[config.mk]
export PLATFORM = sky130hd
export DESIGN_NAME = icache_top
export DESIGN_NICKNAME = d
export VERILOG_FILES = /design/src/hw/icache_pkg.sv /design/src/hw/icache_way.sv /design/src/hw/icache_way_select.sv /design/src/hw/icache_refill.sv /design/src/hw/icache_top.sv
export SDC_FILE = /design/constraint.sdc
export NUM_CORES = 2
export LEC_CHECK = 0
export BUFFER_PORTS_ARGS = -buffer_cell sky130_fd_sc_hd__buf_2
export CORE_AREA = 2 2 582 584
export DETAILED_ROUTE_END_ITERATION = 10
export DIE_AREA = 0 0 584 586
export PLACE_DENSITY = 0.47
export RECOVER_POWER = 100
export SLEW_MARGIN = 5
export SYNTH_ARGS = -nofsm -noshare
export SYNTH_HDL_FRONTEND = slang
export SYNTH_SLANG_ARGS = --single-unit
[constraint.sdc]
create_clock -name clk -period 10.6 [get_ports clk]
set_clock_uncertainty 0.15 [all_clocks]
set_input_delay 2.12 -clock clk [delete_from_list [all_inputs] [get_ports clk]]
set_output_delay 2.12 -clock clk [all_outputs]
set_load 0.01 [all_outputs]
[src/hw/icache_pkg.sv]
// shared sizes, address split and enums for the two-way instruction cache
// sizes are fixed here, the two-way structure is not configurable
`default_nettype none

package icache_pkg;

    // fetch address and block geometry
    localparam int addr_width  = 32;
    localparam int block_bits  = 64;
    localparam int num_sets    = 16;

    // address split: tag | index | byte offset
    localparam int offset_bits = 3;
    localparam int index_bits  = 4;
    localparam int tag_bits    = addr_width - index_bits - offset_bits;

    // fetch unit starts with this many credits after reset
    localparam int fetch_credits = 1;

    // width of the memory credit counter, one refill in flight at a time
    localparam int mem_credit_bits = 2;

    // fetch port opcodes
    typedef enum logic [0:0] {
        op_fetch = 1'b0,
        op_flush = 1'b1
    } req_op_e;

    // miss and flush controller states
    typedef enum logic [2:0] {
        st_idle,
        st_lookup,
        st_wait_credit,
        st_wait_mem,
        st_fill,
        st_replay,
        st_flush
    } refill_state_e;

endpackage

`default_nettype wire

[src/hw/icache_way.sv]
// one cache way: valid bits, tag array and data array behind a registered read port
// a write sets the valid bit, a clear drops one set's valid bit
`timescale 1ns/1ps
`default_nettype none

module icache_way (
    input  logic                               clk,
    input  logic                               rst_n,
    // read side, data shows up one cycle after the index
    input  logic [icache_pkg::index_bits-1:0]  rd_index,
    // refill write
    input  logic                               wr_en,
    input  logic [icache_pkg::index_bits-1:0]  wr_index,
    input  logic [icache_pkg::tag_bits-1:0]    wr_tag,
    input  logic [icache_pkg::block_bits-1:0]  wr_data,
    // flush walk
    input  logic                               clear_en,
    input  logic [icache_pkg::index_bits-1:0]  clear_index,
    // registered read outputs
    output logic                               rd_valid,
    output logic [icache_pkg::tag_bits-1:0]    rd_tag,
    output logic [icache_pkg::block_bits-1:0]  rd_data
);

    // per-set valid bits live in flops so reset and flush can clear them
    logic [icache_pkg::num_sets-1:0]   valid_q;

    // tag and data storage, no reset needed
    logic [icache_pkg::tag_bits-1:0]   tag_mem  [icache_pkg::num_sets];
    logic [icache_pkg::block_bits-1:0] data_mem [icache_pkg::num_sets];

    // valid bits
    always_ff @(posedge clk) begin
        if (!rst_n) begin
            valid_q <= '0;
        end else begin
            // clear first so a write to the same set wins
            if (clear_en) begin
                valid_q[clear_index] <= 1'b0;
            end
            if (wr_en) begin
                valid_q[wr_index] <= 1'b1;
            end
        end
    end

    // tag and block arrays, written on a refill
    always_ff @(posedge clk) begin
        if (wr_en) begin
            tag_mem[wr_index]  <= wr_tag;
            data_mem[wr_index] <= wr_data;
        end
    end

    // registered read of the valid bit
    always_ff @(posedge clk) begin
        if (!rst_n) begin
            rd_valid <= 1'b0;
        end else begin
            rd_valid <= valid_q[rd_index];
        end
    end

    // registered read of tag and block
    // a same-edge write is seen one cycle later
    always_ff @(posedge clk) begin
        rd_tag  <= tag_mem[rd_index];
        rd_data <= data_mem[rd_index];
    end

endmodule

`default_nettype wire

[src/hw/icache_way_select.sv]
// tag compare and one-hot way select over the two registered way outputs
// keeps one lru bit per set, the bit names the way to replace next
`timescale 1ns/1ps
`default_nettype none

module icache_way_select (
    input  logic                               clk,
    input  logic                               rst_n,
    // address being looked up, held by the controller
    input  logic [icache_pkg::tag_bits-1:0]    lookup_tag,
    input  logic [icache_pkg::index_bits-1:0]  lookup_index,
    // way 0 read port
    input  logic                               way0_valid,
    input  logic [icache_pkg::tag_bits-1:0]    way0_tag,
    input  logic [icache_pkg::block_bits-1:0]  way0_data,
    // way 1 read port
    input  logic                               way1_valid,
    input  logic [icache_pkg::tag_bits-1:0]    way1_tag,
    input  logic [icache_pkg::block_bits-1:0]  way1_data,
    // lru update strobes from the controller
    input  logic                               touch_en,
    input  logic                               fill_en,
    input  logic                               fill_way,
    output logic                               hit,
    output logic                               hit_way,
    output logic [icache_pkg::block_bits-1:0]  sel_data,
    output logic                               victim_way
);

    logic way0_match;
    logic way1_match;
    logic way0_sel;
    logic way1_sel;

    // lru bit per set, 0 means way 0 is the next victim
    logic [icache_pkg::num_sets-1:0] lru_q;

    // raw tag compares
    assign way0_match = (way0_tag == lookup_tag);
    assign way1_match = (way1_tag == lookup_tag);

    // a match only counts with its valid bit
    assign way0_sel = way0_match & way0_valid;
    assign way1_sel = way1_match & way1_valid;

    assign hit     = way0_sel | way1_sel;
    assign hit_way = way1_sel;

    // one-hot and-or mux over the two blocks
    assign sel_data = ({icache_pkg::block_bits{way0_sel}} & way0_data) |
                      ({icache_pkg::block_bits{way1_sel}} & way1_data);

    // empty way first, way 0 before way 1, then the lru way
    always_comb begin
        if (!way0_valid) begin
            victim_way = 1'b0;
        end else if (!way1_valid) begin
            victim_way = 1'b1;
        end else begin
            victim_way = lru_q[lookup_index];
        end
    end

    // used way becomes most recent, so the bit points at the other one
    always_ff @(posedge clk) begin
        if (!rst_n) begin
            lru_q <= '0;
        end else if (fill_en) begin
            lru_q[lookup_index] <= ~fill_way;
        end else if (touch_en) begin
            lru_q[lookup_index] <= ~hit_way;
        end
    end

endmodule

`default_nettype wire

[src/hw/icache_refill.sv]
// miss and flush controller, one fetch or flush in flight at a time
// hit answers two cycles after the request, a miss replays after the fill
`timescale 1ns/1ps
`default_nettype none

module icache_refill (
    input  logic                                clk,
    input  logic                                rst_n,
    // fetch port
    input  logic                                req_valid,
    input  icache_pkg::req_op_e                 req_op,
    input  logic [icache_pkg::addr_width-1:0]   req_addr,
    // from the selector
    input  logic                                hit,
    input  logic                                victim_way,
    // memory port
    input  logic                                mem_credit,
    input  logic                                mem_resp_valid,
    input  logic [icache_pkg::block_bits-1:0]   mem_resp_data,
    // lookup address into both ways and the selector
    output logic [icache_pkg::tag_bits-1:0]     lookup_tag,
    output logic [icache_pkg::index_bits-1:0]   lookup_index,
    // lru strobes
    output logic                                touch_en,
    output logic                                fill_en,
    output logic                                fill_way,
    // way write and flush controls
    output logic                                wr_en0,
    output logic                                wr_en1,
    output logic [icache_pkg::block_bits-1:0]   wr_data,
    output logic                                clear_en,
    output logic [icache_pkg::index_bits-1:0]   clear_index,
    // response and credit return
    output logic                                resp_valid,
    output logic                                resp_hit,
    output logic                                fetch_credit,
    output logic                                mem_req_valid,
    output logic [icache_pkg::addr_width-1:0]   mem_req_addr
);

    icache_pkg::refill_state_e state_q;
    icache_pkg::refill_state_e state_d;

    // block address of the request, offset bits dropped
    logic [icache_pkg::addr_width-icache_pkg::offset_bits-1:0] blk_addr_q;

    // second cycle of a lookup or replay, way outputs are valid then
    logic                                     cmp_q;
    logic                                     victim_q;
    logic [icache_pkg::block_bits-1:0]        fill_data_q;
    logic [icache_pkg::mem_credit_bits-1:0]   mem_cnt_q;
    // msb set means all sets were cleared
    logic [icache_pkg::index_bits:0]          flush_cnt_q;
    logic                                     in_read;
    logic                                     flush_done;

    assign lookup_tag   = blk_addr_q[icache_pkg::index_bits +: icache_pkg::tag_bits];
    assign lookup_index = blk_addr_q[icache_pkg::index_bits-1:0];
    assign mem_req_addr = {blk_addr_q, {icache_pkg::offset_bits{1'b0}}};

    assign in_read    = (state_q == icache_pkg::st_lookup) || (state_q == icache_pkg::st_replay);
    assign flush_done = flush_cnt_q[icache_pkg::index_bits];

    // first lookup answers only on a hit, the replay always answers
    assign resp_valid = cmp_q && (((state_q == icache_pkg::st_lookup) && hit) ||
                                  (state_q == icache_pkg::st_replay));
    assign resp_hit   = (state_q == icache_pkg::st_lookup);
    assign touch_en   = cmp_q && (state_q == icache_pkg::st_lookup) && hit;

    // fill writes the victim way and moves its lru bit
    assign fill_en  = (state_q == icache_pkg::st_fill);
    assign fill_way = victim_q;
    assign wr_en0   = fill_en && !victim_q;
    assign wr_en1   = fill_en && victim_q;
    assign wr_data  = fill_data_q;

    // flush walks set 0 up to the last, then returns the credit
    assign clear_en     = (state_q == icache_pkg::st_flush) && !flush_done;
    assign clear_index  = flush_cnt_q[icache_pkg::index_bits-1:0];
    assign fetch_credit = resp_valid || ((state_q == icache_pkg::st_flush) && flush_done);

    // one-cycle request, only with a credit in hand
    assign mem_req_valid = (state_q == icache_pkg::st_wait_credit) && (mem_cnt_q != '0);

    always_comb begin
        state_d = state_q;
        case (state_q)
            icache_pkg::st_idle: begin
                if (req_valid) begin
                    if (req_op == icache_pkg::op_flush) begin
                        state_d = icache_pkg::st_flush;
                    end else begin
                        state_d = icache_pkg::st_lookup;
                    end
                end
            end
            icache_pkg::st_lookup: begin
                if (cmp_q) begin
                    state_d = hit ? icache_pkg::st_idle : icache_pkg::st_wait_credit;
                end
            end
            icache_pkg::st_wait_credit: begin
                if (mem_req_valid) begin
                    state_d = icache_pkg::st_wait_mem;
                end
            end
            icache_pkg::st_wait_mem: begin
                if (mem_resp_valid) begin
                    state_d = icache_pkg::st_fill;
                end
            end
            icache_pkg::st_fill:   state_d = icache_pkg::st_replay;
            icache_pkg::st_replay: begin
                if (cmp_q) begin
                    state_d = icache_pkg::st_idle;
                end
            end
            icache_pkg::st_flush: begin
                if (flush_done) begin
                    state_d = icache_pkg::st_idle;
                end
            end
            default: state_d = icache_pkg::st_idle;
        endcase
    end

    // control state
    always_ff @(posedge clk) begin
        if (!rst_n) begin
            state_q     <= icache_pkg::st_idle;
            cmp_q       <= 1'b0;
            victim_q    <= 1'b0;
            flush_cnt_q <= '0;
        end else begin
            state_q <= state_d;
            cmp_q   <= in_read && !cmp_q;
            // victim is sampled on the compare cycle of a miss
            if (cmp_q && (state_q == icache_pkg::st_lookup) && !hit) begin
                victim_q <= victim_way;
            end
            if (state_q == icache_pkg::st_flush) begin
                flush_cnt_q <= flush_cnt_q + 1'b1;
            end else begin
                flush_cnt_q <= '0;
            end
        end
    end

    // memory credits: +1 per credit pulse, -1 per request
    always_ff @(posedge clk) begin
        if (!rst_n) begin
            mem_cnt_q <= '0;
        end else begin
            case ({mem_credit, mem_req_valid})
                2'b10:   mem_cnt_q <= mem_cnt_q + 1'b1;
                2'b01:   mem_cnt_q <= mem_cnt_q - 1'b1;
                default: mem_cnt_q <= mem_cnt_q;
            endcase
        end
    end

    // request address and returned block
    always_ff @(posedge clk) begin
        if ((state_q == icache_pkg::st_idle) && req_valid) begin
            blk_addr_q <= req_addr[icache_pkg::addr_width-1:icache_pkg::offset_bits];
        end
        if ((state_q == icache_pkg::st_wait_mem) && mem_resp_valid) begin
            fill_data_q <= mem_resp_data;
        end
    end

endmodule

`default_nettype wire

[src/hw/icache_top.sv]
// two-way instruction cache, credit-based fetch and memory ports
// one request in flight, blocks are whole 64-bit words with no word select
`timescale 1ns/1ps
`default_nettype none

module icache_top (
    input  logic                               clk,
    input  logic                               rst_n,
    // fetch port
    input  logic                               req_valid,
    input  icache_pkg::req_op_e                req_op,
    input  logic [icache_pkg::addr_width-1:0]  req_addr,
    output logic                               fetch_credit,
    output logic                               resp_valid,
    output logic                               resp_hit,
    output logic [icache_pkg::block_bits-1:0]  resp_data,
    // backing memory port
    input  logic                               mem_credit,
    output logic                               mem_req_valid,
    output logic [icache_pkg::addr_width-1:0]  mem_req_addr,
    input  logic                               mem_resp_valid,
    input  logic [icache_pkg::block_bits-1:0]  mem_resp_data
);

    // lookup address from the controller
    logic [icache_pkg::tag_bits-1:0]    lookup_tag;
    logic [icache_pkg::index_bits-1:0]  lookup_index;

    // way read outputs
    logic                               way0_valid;
    logic [icache_pkg::tag_bits-1:0]    way0_tag;
    logic [icache_pkg::block_bits-1:0]  way0_data;
    logic                               way1_valid;
    logic [icache_pkg::tag_bits-1:0]    way1_tag;
    logic [icache_pkg::block_bits-1:0]  way1_data;

    // selector results
    logic                               hit;
    logic                               victim_way;

    // write, flush and lru controls
    logic                               wr_en0;
    logic                               wr_en1;
    logic [icache_pkg::block_bits-1:0]  wr_data;
    logic                               clear_en;
    logic [icache_pkg::index_bits-1:0]  clear_index;
    logic                               touch_en;
    logic                               fill_en;
    logic                               fill_way;

    // both ways read and write at the lookup index
    icache_way i_way0 (
        .clk         (clk),
        .rst_n       (rst_n),
        .rd_index    (lookup_index),
        .wr_en       (wr_en0),
        .wr_index    (lookup_index),
        .wr_tag      (lookup_tag),
        .wr_data     (wr_data),
        .clear_en    (clear_en),
        .clear_index (clear_index),
        .rd_valid    (way0_valid),
        .rd_tag      (way0_tag),
        .rd_data     (way0_data)
    );

    icache_way i_way1 (
        .clk         (clk),
        .rst_n       (rst_n),
        .rd_index    (lookup_index),
        .wr_en       (wr_en1),
        .wr_index    (lookup_index),
        .wr_tag      (lookup_tag),
        .wr_data     (wr_data),
        .clear_en    (clear_en),
        .clear_index (clear_index),
        .rd_valid    (way1_valid),
        .rd_tag      (way1_tag),
        .rd_data     (way1_data)
    );

    // hit_way only steers the lru update inside the selector
    icache_way_select i_way_select (
        .clk          (clk),
        .rst_n        (rst_n),
        .lookup_tag   (lookup_tag),
        .lookup_index (lookup_index),
        .way0_valid   (way0_valid),
        .way0_tag     (way0_tag),
        .way0_data    (way0_data),
        .way1_valid   (way1_valid),
        .way1_tag     (way1_tag),
        .way1_data    (way1_data),
        .touch_en     (touch_en),
        .fill_en      (fill_en),
        .fill_way     (fill_way),
        .hit          (hit),
        .hit_way      (),
        .sel_data     (resp_data),
        .victim_way   (victim_way)
    );

    icache_refill i_refill (
        .clk            (clk),
        .rst_n          (rst_n),
        .req_valid      (req_valid),
        .req_op         (req_op),
        .req_addr       (req_addr),
        .hit            (hit),
        .victim_way     (victim_way),
        .mem_credit     (mem_credit),
        .mem_resp_valid (mem_resp_valid),
        .mem_resp_data  (mem_resp_data),
        .lookup_tag     (lookup_tag),
        .lookup_index   (lookup_index),
        .touch_en       (touch_en),
        .fill_en        (fill_en),
        .fill_way       (fill_way),
        .wr_en0         (wr_en0),
        .wr_en1         (wr_en1),
        .wr_data        (wr_data),
        .clear_en       (clear_en),
        .clear_index    (clear_index),
        .resp_valid     (resp_valid),
        .resp_hit       (resp_hit),
        .fetch_credit   (fetch_credit),
        .mem_req_valid  (mem_req_valid),
        .mem_req_addr   (mem_req_addr)
    );

endmodule

`default_nettype wire

-- Yosys cells after proc, flatten, opt, wreduce, memory -nomap -nowiden
Memory sizes are Yosys's and may differ from the RTL's. A register that Yosys moved wholly into a read port is not among the register bits.
Cells that the tools add are included.
- word-level logic and storage cells: 116
- flip-flop bits (word level): 155
- input port bits: 102
- memory bits (writable): 2848
- memories kept: 4
- output and inout port bits: 100
- memory list (memory ; depth ; width ; rd ports ; clocked after memory_dff ; wr ports ; RTL line ; RTL):
    i_way0.data_mem ; 16 ; 64 ; 1 ; 1 ; 1 ; icache_way.sv:30 ; logic [icache_pkg::block_bits-1:0] data_mem [icache_pkg::num_sets];
    i_way1.data_mem ; 16 ; 64 ; 1 ; 1 ; 1 ; icache_way.sv:30 ;
    i_way0.tag_mem ; 16 ; 25 ; 1 ; 1 ; 1 ; icache_way.sv:29 ; logic [icache_pkg::tag_bits-1:0] tag_mem [icache_pkg::num_sets];
    i_way1.tag_mem ; 16 ; 25 ; 1 ; 1 ; 1 ; icache_way.sv:29 ;
- bitwise logic cells: 13
- order comparisons: 4
- eq/ne operators: 16
- multiplexer cells: 36
- reductions and logical operators: 28
- $add $sub $neg: 3
- operators by type and width (operator ; number):
    bitwise AND 64 bit ; 2
    two-way mux 16 bit ; 8
    bitwise OR 64 bit ; 1
    == test 25 bit ; 2
    bitwise AND 16 bit ; 2
    bitwise mux 16 bit ; 2
    bitwise OR 16 bit ; 2
    two-way mux 3 bit ; 7
    case mux 3 bit (7 select lines) ; 1
    NOT 16 bit ; 1
    logical AND 1 bit ; 15
    binary-select mux 1 bit (select 4 bit) ; 3
    two-way mux 1 bit ; 11
    < comparator 4 x 5 -> 1 bit, second input constant ; 2
    == test 3 bit, second input constant ; 3
    demux 1 bit (select 4 bit) ; 2
    >= comparator 4 x 1 -> 1 bit, second input constant ; 2
    inequality test 2 x 1 -> 1 bit, second input constant ; 4
    == test 3 x 2 -> 1 bit, second input constant ; 2
    AND reduction 6 bit ; 1
    nonzero test 2 bit ; 3
    adder 5 x 1 -> 5 bit, second input constant ; 1
    logical NOT 1 bit ; 4
    inequality test 2 bit, second input constant ; 2
    13 further kinds ; 17

-- Longest topological paths before layout
- depth in word-level cells: 10
- gate-level depth with buffers: 9
- depth with buffers taken out: 7

-- Modules after synthesis
Synthesis repeated with hierarchy kept, for this count alone.
- cells, all modules: 5233
- area, all modules: 117652.8 um^2
- by module, submodules not included (module ; sequential area each (um^2) ; area an instance (um^2) ; times used ; cells each):
    icache_way at i_way1 ; 44883.0 ; 55829.8 ; 1 ; 2366
    icache_way at i_way0 ; 44883.0 ; 55789.8 ; 1 ; 2364
    icache_refill ; 3032.9 ; 3761.1 ; 1 ; 217
    icache_way_select ; 320.3 ; 2272.2 ; 1 ; 286

-- Worst setup path before layout
No wires, ideal clock.
- path type: flip-flop to flip-flop
- start point: reg i_refill.blk_addr_q[0] (netlist bit)
- end point: mem i_way0.data_mem[6][0] (netlist bit), enable pin
- required time: 9.802 ns
- data arrival time: 7.520 ns
- slack: 2.282 ns
- clock period less this slack: 8.318 ns
- stages on the path, launching flop included: 7
- path buffers: 4
- cells stage by stage: edfxtp_1 buf_2 buf_2 buf_2 buf_2 nand2b_1 nor3_1
- RTL lines (what ; RTL line ; RTL):
    start, declared ; icache_refill.sv:45 ; logic [icache_pkg::addr_width-icache_pkg::offset_bits-1:0] blk_addr_q;
    start signal, assigned ; icache_refill.sv:165 ; blk_addr_q <= req_addr[icache_pkg::addr_width-1:icache_pkg::offset_bits];
    end, declared ; icache_way.sv:30 ;
Straight into the memory's write port.

-- Worst setup path after layout
- start point: reg i_refill.blk_addr_q[1] (netlist bit)
- end point: mem i_way1.data_mem[6][59] (netlist bit), enable pin
- RTL lines (what ; RTL line):
    end, declared ; icache_way.sv:30
Straight into the memory's write port.

==> run_results.csv <==
group,metric,value,unit
critical_path,critPathSlowestCell,"sky130_fd_sc_hd__clkbuf_1",
sta,final.hold.worst_slack,0.297,ns
die,die-width,584,um
placement,placement.io_buffers,195,
critical_path,arrival,9.02,ns
min_path,min_path_type,"flip-flop to flip-flop",
synth,synth_seq_area_share,79.4,%
critical_path,cp_common_cell,"sky130_fd_sc_hd__buf_4",
clocking,worst_skew_pair.late_latency,0.92,ns
clocking,post_cts_resize_count,0,
global_routing,globalRouteOverflowTotal,0,
clocking,cts_tree,"yes",
final_layout,drive_above_1_share,28.9,%
status,outcome,"finished with violations",
global_routing,first_pass_grt_wire_length,441000,um
synth,synth.most_common_cell,"sky130_fd_sc_hd__edfxtp_1",
pwr,power.ir.vdd_worst,0.130,mV
synth,syn-cell-area,0.117,sq mm
critical_path,crit_chain,"buf_4, clkbuf_1, nand2b_1, nor2_1, nand2_1, clkinvlp_4, buf_4",
synth,synthTopCellsByCount,"2941 x sky130_fd_sc_hd__edfxtp_1, 904 x sky130_fd_sc_hd__mux4_2, 240 x sky130_fd_sc_hd__dfxtp_1, 155 x sky130_fd_sc_hd__clkbuf_1, 65 x sky130_fd_sc_hd__a22o_1",
critical_path,type_of_the_setup_path_with_the_least_slack,"flip-flop to flip-flop",
clocking,hold_buffers,0,
die,design.portCount,202,
final_layout,number_of_standard_cells_in_the_final_layout_excluding_fillers,9908,
synth,synthTopCellsByArea,"sky130_fd_sc_hd__edfxtp_1 75%, sky130_fd_sc_hd__mux4_2 17%, sky130_fd_sc_hd__dfxtp_1 4.1%, sky130_fd_sc_hd__clkbuf_1 0.50%, sky130_fd_sc_hd__a22o_1 0.49%",
global_routing,antenna_found_initial,14,
critical_path,timing.critical_path.to_type,"flip-flop",
sta,rsz0062_at_grt,"false",
clocking,cts_max_path_buffers,4,
sta,report.final.setup_viol,0,
routing,num_vias,53400,
global_routing,first_global_vias,55600,
final_layout,area_of_the_multi_input_gates,0.0231,sq mm
routing,drt_iter0_markers,5363,
sta,finalCriticalPeriod,8.66,ns
clocking,postCtsSetupBuffers,0,
die,design.die.area,0.342,sq mm
placement,gpl.final_weighted_congestion,0.707,
synth,post-synth-top-area-fraction,75.3,%
placement,dp_hpwl,148000,um
synth,synthFlopType,"sky130_fd_sc_hd__edfxtp_1",
placement,dpl.cell_count,9255,
synth,synth.distinct_cells,40,
clocking,clock-sinks,3181,
clocking,cts-htree-levels,5,
synth,syn_inst,4759,
die,initial_util,34.9,%
routing,totalWireLength,318000,um
routing,routed_via_density,5.39,
final_layout,nFillCells,29500,
global_routing,grt_usage,18.4,%
global_routing,grt_max_degree,131,
pwr,power_per_cell_area,231,mW/mm^2
routing,remaining_drc_errors,0,
synth,synth_area_per_cell,24.6,sq um
sta,finalCritPeriodShare,81.7,%
routing,detail-route-antenna-nets,0,
die,fp-row-count,213,
synth,postSynth.asyncResetShare,0,%
synth,ys_seq_elements,3181,
clocking,numCtsBuffers,350,
synth,synth_largest_area_cell,"sky130_fd_sc_hd__edfxtp_1",
sta,slew_violations,2539,
sta,fmax,115,MHz
sta,finalHoldViolations,0,
critical_path,delay_of_the_slowest_cell_on_the_worst_path,2.56,ns
die,dieHeight,586,um
sta,timing.max_slew.rel_slack,-239,%
flow_run,maxCapViolations,72,
die,core_area,0.336,sq mm
routing,routed_wire_length_per_instance,32.1,um
final_layout,regArea,0.0931,sq mm
final_layout,final_net_count,5307,
critical_path,critical_path.startpoint_type,"flip-flop",
routing,firstDrtPassIters,6,
final_layout,area_growth_from_synthesis_to_layout,15.1,%
critical_path,worstPathMaxFanout,55,
pwr,total_leakage_power,41.7,nW
synth,synth-edff-count,2941,
status,violations,"max-capacitance violations, max-slew violations",
sta,max_slew.worst_pin.slew,5.08,ns
clocking,cts_root_buffer,"sky130_fd_sc_hd__clkbuf_16",
critical_path,required,10.95,ns
sta,setup_total_negative_slack,0,ns
synth,yosysWarningCount,0,
clocking,clkSlewWorstSetupHoldPaths,0.06,ns
-- per-layer routing --
layer	wire [um]	global-route usage (%)	vias to the layer above
met5	13	0	-
met4	5960	3.80	2
met3	16900	3.00	395
met2	152000	29.6	1533
met1	144000	26.7	30000
li1	-	-	21400
-- final cells by class --
cell class	count	share of cell area, %
flip-flops and latches	3181	69.0
clock inverters	170	1.18
repair buffers	331	1.23
diodes	3	0.00556
inverters	20	0.131
well taps	4407	4.08
multi-input cells	1316	17.1
clock buffers	480	7.26
-- power breakdown --
group | total, W | internal (W) | switching, W | leakage (nW)
clock | 0.0121 | 0.00707 | 0.00498 | 5.58
combinational | 0.00430 | 0.00202 | 0.00227 | 7.67
sequential | 0.0148 | 0.0145 | 0.000295 | 28.5
total | 0.0311 | 0.0236 | 0.00755 | 41.7
-- per-stage QoR --
stage	utilization (%)	total power [W]	area, sq um	setup slack [ns]
after floorplan	-	0.0179	117000	2.28
after global placement	37.0	0.0194	124000	3.67
after detailed placement	37.0	0.0194	124000	3.69
after CTS	40.4	0.0315	136000	2.65
after global routing	40.2	0.0323	135000	1.46
final	40.2	0.0311	135000	1.94
-- final timing paths --
path                     startpoint                     end  slack, ns  cells past startpoint
max          i_refill.blk_addr_q[1]  i_way1.data_mem[6][59]       1.94                      7
min                  i_refill.cmp_q          i_refill.cmp_q       0.30                      1
max reg2reg  i_refill.blk_addr_q[1]  i_way1.data_mem[6][59]       1.94                      7
min reg2reg          i_refill.cmp_q          i_refill.cmp_q       0.30                      1
-- flip-flops by register name (all words and copies together) (netlist names), 29 cells and up --
| signal | flops |
|---|---|
| i_way0.tag_mem | 400 |
| i_way1.data_mem | 1024 |
| i_refill.blk_addr_q | 29 |
| i_way1.rd_data | 64 |
| i_way0.data_mem | 1024 |
| i_refill.wr_data | 64 |
| i_way0.rd_data | 64 |
| i_way1.tag_mem | 400 |
-- cell families after synthesis --
logic type      after synthesis  synth area share (%)
compound gates              180                  1.15
other cells                   1               0.00320
simple gates                168                 0.718
xor+xnor                     55                 0.411
fa+ha+maj                     5                0.0533
mux                         905                  17.4
buf+inv                     264                 0.906
flops                      3181                  79.4
-- critical path: cells and delay by family, from the launching register on --
| kind | cells | cell delay (ns) |
|---|---|---|
| flops | 1 | 0.62 |
| simple gates | 3 | 1.36 |
| buf+inv | 4 | 5.93 |
-- placed cells by master, fill, tap and decap left out, types with 7 or more instances in the layout --
cell type	instances
sky130_fd_sc_hd__clkbuf_8	37
sky130_fd_sc_hd__o21a_1	36
sky130_fd_sc_hd__nand3_1	28
sky130_fd_sc_hd__a221oi_1	16
sky130_fd_sc_hd__inv_6	8
sky130_fd_sc_hd__a22o_1	65
sky130_fd_sc_hd__nor2_1	25
sky130_fd_sc_hd__clkbuf_16	359
sky130_fd_sc_hd__edfxtp_1	2941
sky130_fd_sc_hd__clkinvlp_4	11
sky130_fd_sc_hd__xor2_1	34
sky130_fd_sc_hd__nor4_1	12
sky130_fd_sc_hd__mux4_2	904
sky130_fd_sc_hd__a21boi_0	18
sky130_fd_sc_hd__nand2b_1	7
sky130_fd_sc_hd__nor3_1	12
sky130_fd_sc_hd__clkinv_1	55
sky130_fd_sc_hd__a21oi_1	19
sky130_fd_sc_hd__clkinv_2	60
sky130_fd_sc_hd__bufinv_16	24
sky130_fd_sc_hd__buf_2	66
sky130_fd_sc_hd__buf_12	7
sky130_fd_sc_hd__clkbuf_1	267
sky130_fd_sc_hd__xnor2_1	21
sky130_fd_sc_hd__dfxtp_1	240
sky130_fd_sc_hd__inv_8	14
sky130_fd_sc_hd__buf_4	52
sky130_fd_sc_hd__nand2_1	44
sky130_fd_sc_hd__clkbuf_2	22
sky130_fd_sc_hd__o21ai_0	23
(Power assumes the default switching activity.)
